$ cat config.mk
export PLATFORM = sky130hd
export DESIGN_NAME = rf_mem_top
export DESIGN_NICKNAME = d
export VERILOG_FILES = /design/src/logic/rf_pkg.sv /design/src/logic/rf_array.sv /design/src/logic/rf_power_seq.sv /design/src/logic/rf_apb_regs.sv /design/src/logic/rf_mem_top.sv
export SDC_FILE = /design/constraint.sdc
export NUM_CORES = 1
export LEC_CHECK = 0
export BUFFER_PORTS_ARGS = -buffer_cell sky130_fd_sc_hd__buf_4
export CORE_MARGIN = 3
export CORE_UTILIZATION = 25
export DETAILED_ROUTE_END_ITERATION = 10
export GPL_ROUTABILITY_DRIVEN = 1
export PLACE_DENSITY_LB_ADDON = 0.08
export SKIP_LAST_GASP = 1
export SYNTH_ARGS = -nofsm -noshare
export SYNTH_HDL_FRONTEND = slang
export SYNTH_SLANG_ARGS = --single-unit
$ cat constraint.sdc
create_clock -name clk -period 2.73 [get_ports clk]
set_clock_uncertainty 0.2 [all_clocks]
set_input_delay 0.273 -clock clk [delete_from_list [all_inputs] [get_ports clk]]
set_output_delay 0.273 -clock clk [all_outputs]
set_load 0.03 [all_outputs]
$ cat src/logic/rf_pkg.sv
// Shared widths, packed request and response structs and APB register offsets
// for the power-gated register file subsystem
package rf_pkg;

    // ------------------------------------------------------------
    // Widths
    // ------------------------------------------------------------

    // Storage array address and payload widths
    localparam int ADDR_W = 3;
    localparam int DATA_W = 19;

    // APB address and data widths
    localparam int APB_AW = 8;
    localparam int APB_DW = 32;

    // Wake delay field and drop counter widths
    localparam int WAKE_W = 4;
    localparam int DROP_W = 16;

    typedef logic [ADDR_W-1:0] rf_addr_t;
    typedef logic [DATA_W-1:0] rf_data_t;

    // ------------------------------------------------------------
    // Array ports
    // ------------------------------------------------------------

    // One write request, 23 bits in total
    typedef struct packed {
        logic     en;
        rf_addr_t addr;
        rf_data_t data;
    } rf_wr_req_t;

    // One read request, 4 bits in total
    typedef struct packed {
        logic     en;
        rf_addr_t addr;
    } rf_rd_req_t;

    // ------------------------------------------------------------
    // APB and power control
    // ------------------------------------------------------------

    // Requester side of the APB bus
    typedef struct packed {
        logic              psel;
        logic              penable;
        logic              pwrite;
        logic [APB_AW-1:0] paddr;
        logic [APB_DW-1:0] pwdata;
    } apb_req_t;

    // Completer side of the APB bus
    typedef struct packed {
        logic [APB_DW-1:0] prdata;
        logic              pready;
        logic              pslverr;
    } apb_rsp_t;

    // Power request and wake delay, register block to sequencer
    typedef struct packed {
        logic              req;
        logic [WAKE_W-1:0] wake;
    } pwr_cfg_t;

    // Sequencer state as seen by software
    typedef struct packed {
        logic powered;
        logic isolated;
        logic busy;
    } pwr_status_t;

    // Register offsets on the APB bus
    localparam logic [APB_AW-1:0] REG_CTRL   = 8'h00;
    localparam logic [APB_AW-1:0] REG_WAKE   = 8'h04;
    localparam logic [APB_AW-1:0] REG_STATUS = 8'h08;
    localparam logic [APB_AW-1:0] REG_DROP   = 8'h0C;

endpackage

$ cat src/logic/rf_array.sv
// Two-port storage array with a registered read port, request blocking
// while isolated and full clearing while the power enable is off
`timescale 1ns/100ps

module rf_array import rf_pkg::*; #(
    parameter int DEPTH = 8
) (
     input  logic       clk
    ,input  logic       reset
    ,input  rf_wr_req_t wr
    ,input  rf_rd_req_t rd
    ,input  logic       isolate
    ,input  logic       pwr_enable_b
    ,output rf_data_t   rdata
    ,output logic       dropped
);

    // Storage entries, no reset since power loss clears them
    rf_data_t mem [DEPTH];

    // Registered read data, held until the next accepted read
    rf_data_t rdata_q;

    logic wr_accept;
    logic rd_accept;
    logic wr_in_range;
    logic rd_in_range;

    // ------------------------------------------------------------
    // Request qualification
    // ------------------------------------------------------------

    // Requests only reach the array while isolation is released
    assign wr_accept = wr.en && !isolate;
    assign rd_accept = rd.en && !isolate;

    // Entries at DEPTH and above do not exist
    assign wr_in_range = int'(wr.addr) < DEPTH;
    assign rd_in_range = int'(rd.addr) < DEPTH;

    // One pulse per cycle even when both ports hit an isolated array
    assign dropped = isolate && (wr.en || rd.en);

    // ------------------------------------------------------------
    // Storage
    // ------------------------------------------------------------

    // With the enable off every entry is forced to zero, which is
    // how the loss of contents shows up after the next power-up
    always_ff @(posedge clk) begin
        if (pwr_enable_b) begin
            for (int i = 0; i < DEPTH; i++) begin
                mem[i] <= '0;
            end
        end else if (wr_accept && wr_in_range) begin
            mem[wr.addr] <= wr.data;
        end
    end

    // Read samples the entry before any same-cycle write lands,
    // so a read and write to one address return the old data
    always_ff @(posedge clk) begin
        if (reset || pwr_enable_b) begin
            rdata_q <= '0;
        end else if (rd_accept) begin
            rdata_q <= rd_in_range ? mem[rd.addr] : '0;
        end
    end

    // Output clamp while isolated
    assign rdata = isolate ? '0 : rdata_q;

endmodule

$ cat src/logic/rf_power_seq.sv
// Power sequencer FSM that orders the array power enable, the wake delay
// and the isolation control, and reports powered, isolated and busy
`timescale 1ns/100ps

module rf_power_seq import rf_pkg::*; (
     input  logic        clk
    ,input  logic        reset
    ,input  pwr_cfg_t    pwr_cfg
    ,output logic        isolate
    ,output logic        pwr_enable_b
    ,output pwr_status_t pwr_status
);

    // Off, enabled but waiting, fully on, isolated but still enabled
    typedef enum logic [1:0] {
        ST_OFF       = 2'd0,
        ST_WAKING    = 2'd1,
        ST_ON        = 2'd2,
        ST_ISOLATING = 2'd3
    } seq_state_t;

    seq_state_t        state_q;
    logic [WAKE_W-1:0] wake_cnt_q;

    // ------------------------------------------------------------
    // Sequencer
    // ------------------------------------------------------------

    // Isolation and power enable are registered so that the array
    // sees clean edges on both controls
    always_ff @(posedge clk) begin
        if (reset) begin
            state_q      <= ST_OFF;
            wake_cnt_q   <= '0;
            isolate      <= 1'b1;
            pwr_enable_b <= 1'b1;
        end else begin
            case (state_q)
                // Enable the array first and load the wake counter
                ST_OFF: begin
                    if (pwr_cfg.req) begin
                        state_q      <= ST_WAKING;
                        wake_cnt_q   <= pwr_cfg.wake;
                        pwr_enable_b <= 1'b0;
                    end
                end

                // Count down the wake delay, then release isolation
                // The request is not looked at until this completes
                ST_WAKING: begin
                    if (wake_cnt_q == '0) begin
                        state_q <= ST_ON;
                        isolate <= 1'b0;
                    end else begin
                        wake_cnt_q <= wake_cnt_q - 1'b1;
                    end
                end

                // Isolate before removing power
                ST_ON: begin
                    if (!pwr_cfg.req) begin
                        state_q <= ST_ISOLATING;
                        isolate <= 1'b1;
                    end
                end

                // Isolation has been up for one cycle, drop the enable
                ST_ISOLATING: begin
                    state_q      <= ST_OFF;
                    pwr_enable_b <= 1'b1;
                end

                default: begin
                    state_q      <= ST_OFF;
                    isolate      <= 1'b1;
                    pwr_enable_b <= 1'b1;
                end
            endcase
        end
    end

    // ------------------------------------------------------------
    // Status
    // ------------------------------------------------------------

    // Powered covers the isolating cycle as the enable is still on there
    assign pwr_status.powered  = (state_q == ST_ON) || (state_q == ST_ISOLATING);
    assign pwr_status.isolated = isolate;

    // Busy marks the two transitional states
    assign pwr_status.busy     = (state_q == ST_WAKING) || (state_q == ST_ISOLATING);

endmodule

$ cat src/logic/rf_apb_regs.sv
// APB slave with the power control, wake delay, status and drop count
// registers, and the power configuration sent to the sequencer
`timescale 1ns/100ps

module rf_apb_regs import rf_pkg::*; #(
    parameter int unsigned RESET_WAKE = 4
) (
     input  logic        clk
    ,input  logic        reset
    ,input  apb_req_t    apb_req
    ,output apb_rsp_t    apb_rsp
    ,input  pwr_status_t pwr_status
    ,input  logic        dropped
    ,output pwr_cfg_t    pwr_cfg
);

    // Register storage
    logic              ctrl_req_q;
    logic [WAKE_W-1:0] wake_q;
    logic [DROP_W-1:0] drop_cnt_q;

    // Transfer decode
    logic access;
    logic wr_access;
    logic rd_access;
    logic hit_ctrl;
    logic hit_wake;
    logic hit_status;
    logic hit_drop;
    logic mapped;

    logic [APB_DW-1:0] rd_mux;

    // ------------------------------------------------------------
    // Decode
    // ------------------------------------------------------------

    // Only the access cycle does anything, since pready is always high
    assign access    = apb_req.psel && apb_req.penable;
    assign wr_access = access && apb_req.pwrite;
    assign rd_access = access && !apb_req.pwrite;

    assign hit_ctrl   = apb_req.paddr == REG_CTRL;
    assign hit_wake   = apb_req.paddr == REG_WAKE;
    assign hit_status = apb_req.paddr == REG_STATUS;
    assign hit_drop   = apb_req.paddr == REG_DROP;

    assign mapped = hit_ctrl || hit_wake || hit_status || hit_drop;

    // ------------------------------------------------------------
    // Control and wake registers
    // ------------------------------------------------------------

    always_ff @(posedge clk) begin
        if (reset) begin
            ctrl_req_q <= 1'b0;
            wake_q     <= WAKE_W'(RESET_WAKE);
        end else if (wr_access) begin
            if (hit_ctrl) begin
                ctrl_req_q <= apb_req.pwdata[0];
            end
            if (hit_wake) begin
                wake_q <= apb_req.pwdata[WAKE_W-1:0];
            end
        end
    end

    // The sequencer samples the raw request level
    assign pwr_cfg.req  = ctrl_req_q;
    assign pwr_cfg.wake = wake_q;

    // ------------------------------------------------------------
    // Drop counter
    // ------------------------------------------------------------

    // A clearing write wins over a drop in the same cycle
    // Count stops at all ones instead of wrapping
    always_ff @(posedge clk) begin
        if (reset) begin
            drop_cnt_q <= '0;
        end else if (wr_access && hit_drop) begin
            drop_cnt_q <= '0;
        end else if (dropped && (drop_cnt_q != '1)) begin
            drop_cnt_q <= drop_cnt_q + 1'b1;
        end
    end

    // ------------------------------------------------------------
    // Read data and response
    // ------------------------------------------------------------

    // Unmapped offsets fall through to zero
    always_comb begin
        rd_mux = '0;
        if (hit_ctrl) begin
            rd_mux[0] = ctrl_req_q;
        end
        if (hit_wake) begin
            rd_mux[WAKE_W-1:0] = wake_q;
        end
        if (hit_status) begin
            rd_mux[2:0] = pwr_status;
        end
        if (hit_drop) begin
            rd_mux[DROP_W-1:0] = drop_cnt_q;
        end
    end

    // Read data is only presented in a read access cycle
    assign apb_rsp.prdata  = rd_access ? rd_mux : '0;

    // No wait states on this bus
    assign apb_rsp.pready  = 1'b1;

    // Error on any access to an offset that is not decoded
    assign apb_rsp.pslverr = access && !mapped;

endmodule

$ cat src/logic/rf_mem_top.sv
// Top level of the power-gated register file: APB registers, power
// sequencer and storage array, with the depth and wake reset value set here
`timescale 1ns/100ps

module rf_mem_top import rf_pkg::*; #(
    parameter int          DEPTH      = 8,
    parameter int unsigned RESET_WAKE = 4
) (
     input  logic       clk
    ,input  logic       reset

    // Configuration bus
    ,input  apb_req_t   apb_req
    ,output apb_rsp_t   apb_rsp

    // Array ports
    ,input  rf_wr_req_t wr
    ,input  rf_rd_req_t rd
    ,output rf_data_t   rdata

    // Array power enable, active low
    ,output logic       pwr_enable_b
);

    // ------------------------------------------------------------
    // Internal wires
    // ------------------------------------------------------------

    pwr_cfg_t    pwr_cfg;
    pwr_status_t pwr_status;
    logic        isolate;
    logic        dropped;

    // Software view of the power state and the drop count
    rf_apb_regs #(
        .RESET_WAKE (RESET_WAKE)
    ) u_regs (
         .clk        (clk)
        ,.reset      (reset)
        ,.apb_req    (apb_req)
        ,.apb_rsp    (apb_rsp)
        ,.pwr_status (pwr_status)
        ,.dropped    (dropped)
        ,.pwr_cfg    (pwr_cfg)
    );

    // Enable and isolation ordering for the array
    rf_power_seq u_seq (
         .clk          (clk)
        ,.reset        (reset)
        ,.pwr_cfg      (pwr_cfg)
        ,.isolate      (isolate)
        ,.pwr_enable_b (pwr_enable_b)
        ,.pwr_status   (pwr_status)
    );

    // Storage, shares the enable that leaves the top level
    rf_array #(
        .DEPTH (DEPTH)
    ) u_array (
         .clk          (clk)
        ,.reset        (reset)
        ,.wr           (wr)
        ,.rd           (rd)
        ,.isolate      (isolate)
        ,.pwr_enable_b (pwr_enable_b)
        ,.rdata        (rdata)
        ,.dropped      (dropped)
    );

endmodule

==> flow_metrics.env, run 1 <==
export IMPL_clock_latency_ns=0.44
export IMPL_grtUsageTotal_pct=12.7
export IMPL_reg2reg_depth=6
export IMPL_arrival_ns=2.00
export IMPL_grt_pass1_vias=6173
export IMPL_crit_end="apb_rsp[2]"
export IMPL_fin_crit_ns=2.47
export IMPL_overflow=0
export IMPL_start_kind="register"
export IMPL_async_flop_share_pct=0
export IMPL_wirelength_um=25400
export IMPL_finalSetupViolations=0
export IMPL_most_common_layout_cells="and2_1, edfxtp_1, buf_4, dfxtp_1, nor2_1"
export IMPL_syn2layout_area_growth_pct=22.1
export IMPL_sw_frac_of_total_pct=24.8
export IMPL_nFillCells=3734
export IMPL_core_mm2=0.0370
export IMPL_final_cells=1358
export IMPL_numCtsBuffers=17
export IMPL_hold_path_depth=5
export IMPL_dr_pass1_iters=4
export IMPL_endpoint_kind="output pin"
export IMPL_fmax_ghz=0.404
export IMPL_synth_area_mm2=0.00947
export IMPL_clockBufferDepth=2
export IMPL_p_clk_share_pct=40.0
export IMPL_combPwrFrac_pct=10.3
export IMPL_routabilityCongestion=0.720
export IMPL_drive_gt1_share_pct=22.8
export IMPL_antenna_left=0
export IMPL_pin_count=126
export IMPL_grt_pass1_wl_um=38400
export IMPL_power_switching_w=0.00166
export IMPL_finalCritPeriodShare_pct=90.6
export IMPL_port_buffers=80
export IMPL_synth_edf_count=152
export IMPL_hold_viol=0
export IMPL_syn_avg_cell_area_um2=12.8
export IMPL_powerDensity_mw_per_mm2=577
export IMPL_yosysUniqueCellTypes=51
export IMPL_synth_top_area_share_pct=48.2
export IMPL_cts_root_buf="clkbuf_16"
export IMPL_yosys_area_top_type="edfxtp_1"
export IMPL_crit_type="reg2out"
export IMPL_rsz0062_at_grt="no"
export IMPL_power_frac_seq_pct=49.7
export IMPL_synthTopCellsByArea="edfxtp_1, and2_1, dfxtp_1"
export IMPL_grt_max_degree=39
export IMPL_maxCapViolations=0
export IMPL_cts_tree="yes"
export IMPL_required_ns=2.26
export IMPL_synth_seq_cells=200
export IMPL_diodes=0
export IMPL_slew_viol_final=0
export IMPL_path_clk_slew_ns=0.07
export IMPL_synth_flop_cell="edfxtp_1"
export IMPL_relSlewSlack_pct=52.6
export IMPL_initial_core_util_pct=25.6
export IMPL_dp_cells=1300
export IMPL_p_leak_nw=4.50
export IMPL_r2r_end="u_regs.drop_cnt_q[6]$_SDFFE_PP0P_"
export IMPL_p_int_w=0.00501
export IMPL_vias=5983
export IMPL_rows=70
export IMPL_rrSetupSlack_ns=0.49
export IMPL_die_width_um=201
export IMPL_dieArea_mm2=0.0402
export IMPL_status="complete, no violations"
export IMPL_die_h_um=201
export IMPL_setup_worst_path_start="u_seq.state_q[1]$_SDFFE_PP0P_"
export IMPL_ys_warn_count=0
export IMPL_seq_area_frac_synth_pct=58.4
export IMPL_first_iter_violations=363
export IMPL_avgViaCountPerCell=4.41
export IMPL_cts_sinks=200
export IMPL_max_vdd_ir_drop_v=0.000367
export IMPL_worstPathMaxFanout=15
export IMPL_drc_errors=0
export IMPL_worstMarginPinSlew_ns=0.711
export IMPL_htree_levels=4
export IMPL_r2r_start="u_regs.drop_cnt_q[0]$_SDFFE_PP0P_"
export IMPL_layout_commonest_cell="and2_1"
export IMPL_routedWlPerCell_um=18.7
export IMPL_syn_inst=737
export IMPL_hpwl_um=16400
export IMPL_hold_class="in2reg"
export IMPL_fin_setup_tns_ns=0
export IMPL_num_nets_final=921
export IMPL_antenna_found_initial=0
export IMPL_power_w=0.00666
==> metrics by stage <==
| stage | setup WS [ns] | hold WS, ns | util (%) | area (µm²) |
|---|---|---|---|---|
| finish | 0.257 | 0.0999 | 31.3 | 11600 |
| global route | 0.100 | 0.115 | 31.3 | 11600 |
| CTS | 0.116 | 0.0776 | 31.3 | 11600 |
| detailed placement | 0.449 | 0.289 | 28.9 | 10700 |
| global placement | 0.478 | 0.286 | 28.9 | 10700 |
| floorplan | 0.0205 | 0.174 | - | 9520 |
==> logic make-up (layout without fill, tap and decap cells) <==
family / count (synthesis) / count (layout) / synth area share, %
AOI/OAI and AO/OA: 73 / 73 / 5.27
adders and majority gates: 8 / 8 / 1.06
buffers and inverters: 70 / 172 / 3.53
DFF: 200 / 200 / 58.4
muxes: 68 / 68 / 12.2
other: 2 / 17 / 0.0793
and+or+nand+nor: 316 / 316 / 19.5
==> worst min path at each step <==
stage	slack, ns	from	end
2_1_floorplan	0.17	reset	u_seq.pwr_enable_b$_SDFFE_PP1P_
3_3_place_gp	0.29	u_array.rdata_q[18]$_SDFFE_PP0P_	u_array.rdata_q[18]$_SDFFE_PP0P_
3_5_place_dp	0.29	u_array.rdata_q[14]$_SDFFE_PP0P_	u_array.rdata_q[14]$_SDFFE_PP0P_
4_1_cts	0.08	rd[3]	u_regs.drop_cnt_q[1]$_SDFFE_PP0P_
5_1_grt	0.12	rd[3]	u_regs.drop_cnt_q[1]$_SDFFE_PP0P_
6_report	0.1	apb_req[38]	u_regs.ctrl_req_q$_SDFFE_PP0P_
==> critical path: stages (launching register included) <==
cell      delay, ns
dfxtp_1        0.34
inv_1          0.11
ha_2           0.35
nor2_1         0.07
nor2_1         0.10
a211oi_1       0.05
a211oi_1       0.31
buf_4          0.22
==> power groups by stage <==
stage                     Clock (W)  Combinational, W  Sequential, W
after global routing        0.00287          0.000768        0.00332
after global placement            0          0.000656        0.00338
after floorplan                   0          0.000456        0.00337
after CTS                   0.00274          0.000698        0.00331
after detailed placement          0          0.000668        0.00338
final                       0.00267          0.000687        0.00331
==> metal layers <==
metal,track usage (%),vias to the layer above,part of all wire [%]
li1,-,2877,-
met1,17.4,2963,47
met2,21.1,126,48
met3,2.25,17,3.2
met4,3.19,0,1.1
met5,0,-,0
==> Yosys cell counts, types with 3 or more instances <==
master	count
o31ai_1	8
nor4_1	9
nor3_1	5
inv_1	10
nand4_1	8
nor2b_1	22
dfxtp_1	48
or4_1	8
mux4_2	38
ha_1	8
nand2_1	16
or2_2	10
a211oi_1	25
and2_1	161
nor2_1	47
or3_1	3
o21ai_0	7
edfxtp_1	152
buf_2	5
a21oi_1	17
nand3_1	7
mux2i_1	29
clkbuf_1	35
buf_4	17
nand2b_1	8
==> registers in the layout, summed over array words and instances (netlist names) <==
signal              cells
u_seq.pwr_enable_b      1
u_regs.wake_q           4
u_seq.wake_cnt_q        4
u_seq.isolate           1
u_seq.state_q           2
u_array.mem           152
u_array.rdata_q        19
u_regs.ctrl_req_q       1
u_regs.drop_cnt_q      16
==> final cells by class <==
type / count / area, µm² / share of cell area, %
flip-flops and latches: 200 / 5530 / 47.8
clock buffers: 17 / 425 / 3.68
multi-input cells: 482 / 3680 / 31.9
inverters: 10 / 37.5 / 0.325
repair buffers: 130 / 1070 / 9.23
well taps: 504 / 631 / 5.46
clock inverters: 15 / 188 / 1.62
==> repair_timing <==
item / 4_1_cts / 5_1_grt
setup endpoints to repair: 0 / 1
hold endpoints to repair: 164 / 0
setup buffers: 0 / 0
gates resized for setup: 0 / 1
hold buffers: 26 / 0
No activity file was read; power rests on OpenSTA's default activity.
==> run 2, diff against run 1 <==
CELL_PAD_IN_SITES_DETAIL_PLACEMENT = 1   (was default)
CELL_PAD_IN_SITES_GLOBAL_PLACEMENT = 1   (was default)
CTS_BUF_LIST = sky130_fd_sc_hd__clkbuf_16   (was default)
==> run 2 against run 1 <==
Net effect:
- non-clock buffer count is 6 lower
- design area is 1.0% lower
- utilization is 0.31 points lower
- sequential share of layout area is 0.49 points higher
- largest power group unchanged
- flip-flop and latch count stayed put
- maximum frequency is 1.9% higher
- clock-buffer cell count stayed put
- routed wire length is 5.7% higher
- first-iteration DRC count is 28% lower
- final cell count is 0.37% lower
- highest routed layer is now met5
- hold slack better by 0.0031 ns
==> flow_metrics.env, run 2 (synthesis gave the netlist of run 1 again) <==
export IMPL_status="complete, no violations"
export IMPL_clock_latency_ns=0.45
export IMPL_hpwl_um=16800
export IMPL_critPathSlowestCell="ha_2"
export IMPL_relSlewSlack_pct=50.4
export IMPL_worstPathMaxFanout=15
export IMPL_fin_setup_tns_ns=0
export IMPL_wirelength_um=26900
export IMPL_required_ns=2.26
export IMPL_grt_pass1_wl_um=40700
export IMPL_p_clk_share_pct=38.0
export IMPL_core_mm2=0.0370
export IMPL_antenna_left=0
export IMPL_fin_area_mm2=0.0114
export IMPL_worstMarginPinSlew_ns=0.744
export IMPL_finalCritPeriodShare_pct=88.9
export IMPL_power_switching_w=0.00166
export IMPL_syn2layout_area_growth_pct=20.8
export IMPL_overflow=0
export IMPL_vias=6067
export IMPL_p_int_w=0.00480
export IMPL_routabilityCongestion=0.704
export IMPL_pin_count=126
export IMPL_fin_crit_ns=2.43
export IMPL_die_width_um=201
export IMPL_crit_type="reg2out"
export IMPL_drc_errors=0
export IMPL_hold_viol=0
export IMPL_die_h_um=201
export IMPL_numCtsBuffers=17
export IMPL_nFillCells=4036
export IMPL_cp_cell_sequence="inv_1 > ha_2 > nor2_1 > nor2_1 > a211oi_1 > a211oi_1 > buf_4"
export IMPL_powerDensity_mw_per_mm2=565
export IMPL_combPwrFrac_pct=10.8
export IMPL_power_frac_seq_pct=51.2
export IMPL_cts_tree="yes"
export IMPL_antenna_found_initial=2
export IMPL_fmax_ghz=0.412
export IMPL_grt_max_degree=39
export IMPL_endpoint_kind="output pin"
export IMPL_hold_class="in2reg"
export IMPL_routedWlPerCell_um=19.9
export IMPL_reg_top3="u_array.mem x152, u_array.rdata_q x19, u_regs.drop_cnt_q x16"
export IMPL_arrival_ns=1.95
export IMPL_dp_slack_ns=0.391
export IMPL_most_common_layout_cells="and2_1, edfxtp_1, buf_4, dfxtp_1, nor2_1"
export IMPL_avgViaCountPerCell=4.48
export IMPL_path_clk_slew_ns=0.08
export IMPL_num_nets_final=915
export IMPL_largest_reg_flops=152
export IMPL_cts_root_buf="clkbuf_16"
export IMPL_final_cells=1353
export IMPL_layout_commonest_cell="and2_1"
export IMPL_sw_frac_of_total_pct=25.7
export IMPL_max_vdd_ir_drop_v=0.000419
export IMPL_whs_ns=0.103
export IMPL_maxCapViolations=0
export IMPL_htree_levels=4
export IMPL_dp_cells=1294
export IMPL_initial_core_util_pct=25.6
export IMPL_start_kind="register"
export IMPL_dr_pass1_iters=4
export IMPL_cts_sinks=200
export IMPL_drive_gt1_share_pct=22.1
export IMPL_rows=70
export IMPL_worst_path_largest_cell_delay_ns=0.37
export IMPL_dpl_cell_area_mm2=0.0106
export IMPL_setup_slack_ns=0.304
export IMPL_finalSetupViolations=0
export IMPL_p_leak_nw=4.43
export IMPL_grt_pass1_vias=6634
export IMPL_slew_viol_final=0
export IMPL_dieArea_mm2=0.0402
export IMPL_grtUsageTotal_pct=13.5
export IMPL_regMostFlops="u_array.mem"
export IMPL_rsz0062_at_grt="no"
export IMPL_port_buffers=80
export IMPL_clockBufferDepth=2
export IMPL_first_iter_violations=262
run 2: changes by cell type in the layout (fill, tap and decap cells not counted), sizes merged:
| cell | change |
|---|---|
| clkinvlp | +2 |
| inv | -2 |
| bufinv | -2 |
| diode | +1 |
| clkinv | +2 |
| buf | -6 |
run 2: through the flow:
| stage | utilization [%] | total power (W) |
|---|---|---|
| 2_1_floorplan | - | 0.00382 |
| 3_3_place_gp | 28.7 | 0.00403 |
| 3_5_place_dp | 28.7 | 0.00406 |
| 4_1_cts | 30.9 | 0.00656 |
| 5_1_grt | 30.9 | 0.00676 |
| 6_report | 30.9 | 0.00646 |
run 2: worst paths after layout:
path                                                       start                           endpoint  slack, ns  depth (start not counted)
worst max-delay path               u_seq.state_q[1]$_SDFFE_PP0P_                         apb_rsp[2]       0.30                          7
worst min-delay path                                       rd[3]  u_regs.drop_cnt_q[1]$_SDFFE_PP0P_       0.10                          4
worst max register to register   u_seq.pwr_enable_b$_SDFFE_PP1P_   u_array.mem[7][11]$_SDFFCE_PN0P_       0.45                          4
worst min register to register  u_array.rdata_q[18]$_SDFFE_PP0P_   u_array.rdata_q[18]$_SDFFE_PP0P_       0.30                          2
run 2: cell type report:
class / count / area (µm²) / area share [%]
Clock buffer: 17 / 425 / 3.72
Clock inverter: 15 / 126 / 1.10
Antenna cell: 1 / 2.50 / 0.0219
Tap cell: 504 / 631 / 5.51
Sequential cell: 200 / 5530 / 48.3
Inverter: 10 / 37.5 / 0.328
Timing Repair Buffer: 124 / 1010 / 8.82
Multi-Input combinational cell: 482 / 3680 / 32.2
run 2: worst max-delay path, delay by kind of cell, from the launching register on:
kind | cells | cell delay [ns]
AND/OR/NAND/NOR | 2 | 0.17
flip-flops | 1 | 0.35
buffers and inverters | 2 | 0.33
AO/OA/AOI/OAI | 2 | 0.31
adder cells (fa/ha/maj) | 1 | 0.37
run 2: what timing repair did:
action	CTS	global route
endpoints found under the setup margin	0	1
hold endpoints to repair	164	0
hold buffers	26	0
buffers inserted	0	0
gates resized for setup	0	1
run 2: metal layers:
layer  track usage (%)  vias up  part of all wire (%)
met5                 0        -                 0.026
met4              3.79        2                   1.3
met3              2.50       22                   3.1
met2              23.8      101                    50
met1              16.9     3088                    45
li1                  -     2854                     -
run 2: power groups by stage:
stage	logic, W	registers (W)	clock network [W]
after floorplan	0.000456	0.00337	0
after global placement	0.000657	0.00337	0
after detailed placement	0.000678	0.00338	0
after CTS	0.000713	0.00331	0.00254
after global routing	0.000784	0.00332	0.00266
final	0.000697	0.00331	0.00246
==> run 3, diff against run 2 <==
PLACE_DENSITY = 0.52   (was default)
PLACE_DENSITY_LB_ADDON = default   (was 0.08)
==> run 3 against run 2 <==
Net effect:
- critical endpoint unchanged
- routed wire length down 3.9%
- clock-buffer cell count unchanged
- via count down 0.28%
- power up 2.6%
- design area up 0.78%
- setup slack better by 0.048 ns
- non-clock buffer count up 5
- combinational power down 0.6%
- clock power up 7%
- maximum frequency up 2.0%
- sequential power about the same
- hold slack better by 0.017 ns
==> flow_metrics.env, run 3 (synthesis gave the netlist of run 1 again) <==
export IMPL_dieArea_mm2=0.0402
export IMPL_num_nets_final=920
export IMPL_grt_pass1_vias=6340
export IMPL_antenna_found_initial=1
export IMPL_hold_viol=0
export IMPL_overflow=0
export IMPL_path_clk_slew_ns=0.08
export IMPL_die_width_um=201
export IMPL_regMostFlops="u_array.mem"
export IMPL_r2r_start="u_seq.wake_cnt_q[0]$_SDFFE_PP0P_"
export IMPL_grtUsageTotal_pct=12.8
export IMPL_crit_end="apb_rsp[2]"
export IMPL_rrSetupSlack_ns=0.49
export IMPL_cts_tree="yes"
export IMPL_clockBufferDepth=2
export IMPL_vias=6050
export IMPL_largest_reg_flops=152
export IMPL_most_common_layout_cells="and2_1, edfxtp_1, buf_4, dfxtp_1, nor2_1"
export IMPL_cts_sinks=200
export IMPL_arrival_ns=1.91
export IMPL_r2r_end="u_seq.state_q[1]$_SDFFE_PP0P_"
export IMPL_core_mm2=0.0370
export IMPL_rows=70
export IMPL_worstMarginPinSlew_ns=0.707
export IMPL_start_kind="register"
export IMPL_cts_root_buf="clkbuf_16"
export IMPL_fin_util_pct=31.2
export IMPL_diodes=0
export IMPL_nFillCells=4024
export IMPL_routabilityCongestion=0.700
export IMPL_finalSetupViolations=0
export IMPL_critPathBufInv=2
export IMPL_htree_levels=4
export IMPL_p_leak_nw=4.48
export IMPL_initial_core_util_pct=25.6
export IMPL_worstPathMaxFanout=15
export IMPL_rsz0062_at_grt="no"
export IMPL_drc_errors=0
export IMPL_path_delay_family="adder cells"
export IMPL_clock_latency_ns=0.45
export IMPL_cp_num_cells=7
export IMPL_max_vdd_ir_drop_v=0.000432
export IMPL_dr_pass1_iters=8
export IMPL_relSlewSlack_pct=52.9
export IMPL_pin_count=126
export IMPL_numCtsBuffers=17
export IMPL_setup_worst_path_start="u_seq.state_q[1]$_SDFFE_PP0P_"
export IMPL_worst_path_largest_cell_delay_ns=0.36
export IMPL_required_ns=2.26
export IMPL_cp_cell_sequence="inv_1 > ha_2 > nor2_1 > nor2_1 > a211oi_1 > a211oi_1 > buf_4"
export IMPL_hold_start="rd[3]"
export IMPL_port_buffers=80
export IMPL_first_iter_violations=353
export IMPL_maxCapViolations=0
export IMPL_drive_gt1_share_pct=22.7
export IMPL_critPathSlowestCell="ha_2"
export IMPL_finalCritPeriodShare_pct=87.1
export IMPL_fin_setup_tns_ns=0
export IMPL_syn2layout_area_growth_pct=21.8
export IMPL_avgViaCountPerCell=4.46
export IMPL_grt_max_degree=39
export IMPL_endpoint_kind="output pin"
export IMPL_fin_crit_ns=2.38
export IMPL_status="complete, no violations"
export IMPL_crit_type="reg2out"
export IMPL_powerDensity_mw_per_mm2=576
export IMPL_reg_top3="u_array.mem x152, u_array.rdata_q x19, u_regs.drop_cnt_q x16"
export IMPL_grt_pass1_wl_um=39300
export IMPL_slew_viol_final=0
export IMPL_fmax_ghz=0.420
export IMPL_die_h_um=201
export IMPL_antenna_left=0
export IMPL_layout_commonest_cell="and2_1"
export IMPL_wirelength_um=25800
export IMPL_postCtsSetupBuffers=0
export IMPL_hold_class="in2reg"
export IMPL_routedWlPerCell_um=19.0
export IMPL_reg2reg_depth=6
export IMPL_hpwl_um=16600
## run 3: per-stage QoR
step / total power [W] / hold slack (ns) / cells / setup slack (ns) / instance area (µm²)
detailed placement: 0.00405 / 0.292 / 1298 / 0.422 / 10700
CTS: 0.00673 / 0.0881 / 1357 / 0.157 / 11500
finish: 0.00663 / 0.120 / 1357 / 0.352 / 11500
global placement: 0.00405 / 0.279 / 1298 / 0.430 / 10700
floorplan: 0.00382 / 0.174 / 752 / 0.0205 / 9520
global route: 0.00693 / 0.145 / 1357 / 0.165 / 11500
## run 3: worst min-delay path by stage
stage / end / slack (ns) / cells after the start
floorplan: u_seq.pwr_enable_b$_SDFFE_PP1P_ / 0.17 / 1
global placement: u_array.rdata_q[18]$_SDFFE_PP0P_ / 0.28 / 2
detailed placement: u_array.rdata_q[17]$_SDFFE_PP0P_ / 0.29 / 2
CTS: u_regs.drop_cnt_q[1]$_SDFFE_PP0P_ / 0.09 / 4
global route: u_regs.drop_cnt_q[1]$_SDFFE_PP0P_ / 0.15 / 4
finish: u_regs.drop_cnt_q[1]$_SDFFE_PP0P_ / 0.12 / 4
## run 3: layout make-up
type	instances	area (µm²)	share of cell area, %
Clock buffer	17	425	3.69
Clock inverter	15	178	1.54
Inverter	10	37.5	0.326
Multi-Input combinational cell	482	3680	31.9
Sequential cell	200	5530	47.9
Tap cell	504	631	5.47
Timing Repair Buffer	129	1050	9.10
## run 3: metal layers
layer  GRT usage (%)  part of all wire, %  vias to the layer above
met5               0                    0                        -
met4            2.79                 0.68                        0
met3            2.32                  3.3                       11
met2            21.1                   47                      110
met1            17.8                   49                     3057
li1                -                    -                     2872
## run 3: where the power goes
group / leakage, nW / switching, W / internal, W / total, W
Sequential: 2.26 / 0.0000510 / 0.00326 / 0.00331
Clock: 0.292 / 0.00131 / 0.00132 / 0.00263
Combinational: 1.93 / 0.000414 / 0.000279 / 0.000693
Total: 4.48 / 0.00178 / 0.00486 / 0.00663
## run 3: worst min-delay path: cells and delay by family
| family | cells | cell delay, ns |
|---|---|---|
| buf+inv | 1 | 0.09 |
| compound gates | 2 | 0.26 |
| simple gates | 1 | 0.08 |
## run 3: repair_timing
| action | in CTS | in global routing |
|---|---|---|
| endpoints found under the hold margin | 162 | 0 |
| hold buffers | 27 | 0 |
| setup endpoints to repair | 0 | 1 |
| resized for setup | 0 | 1 |
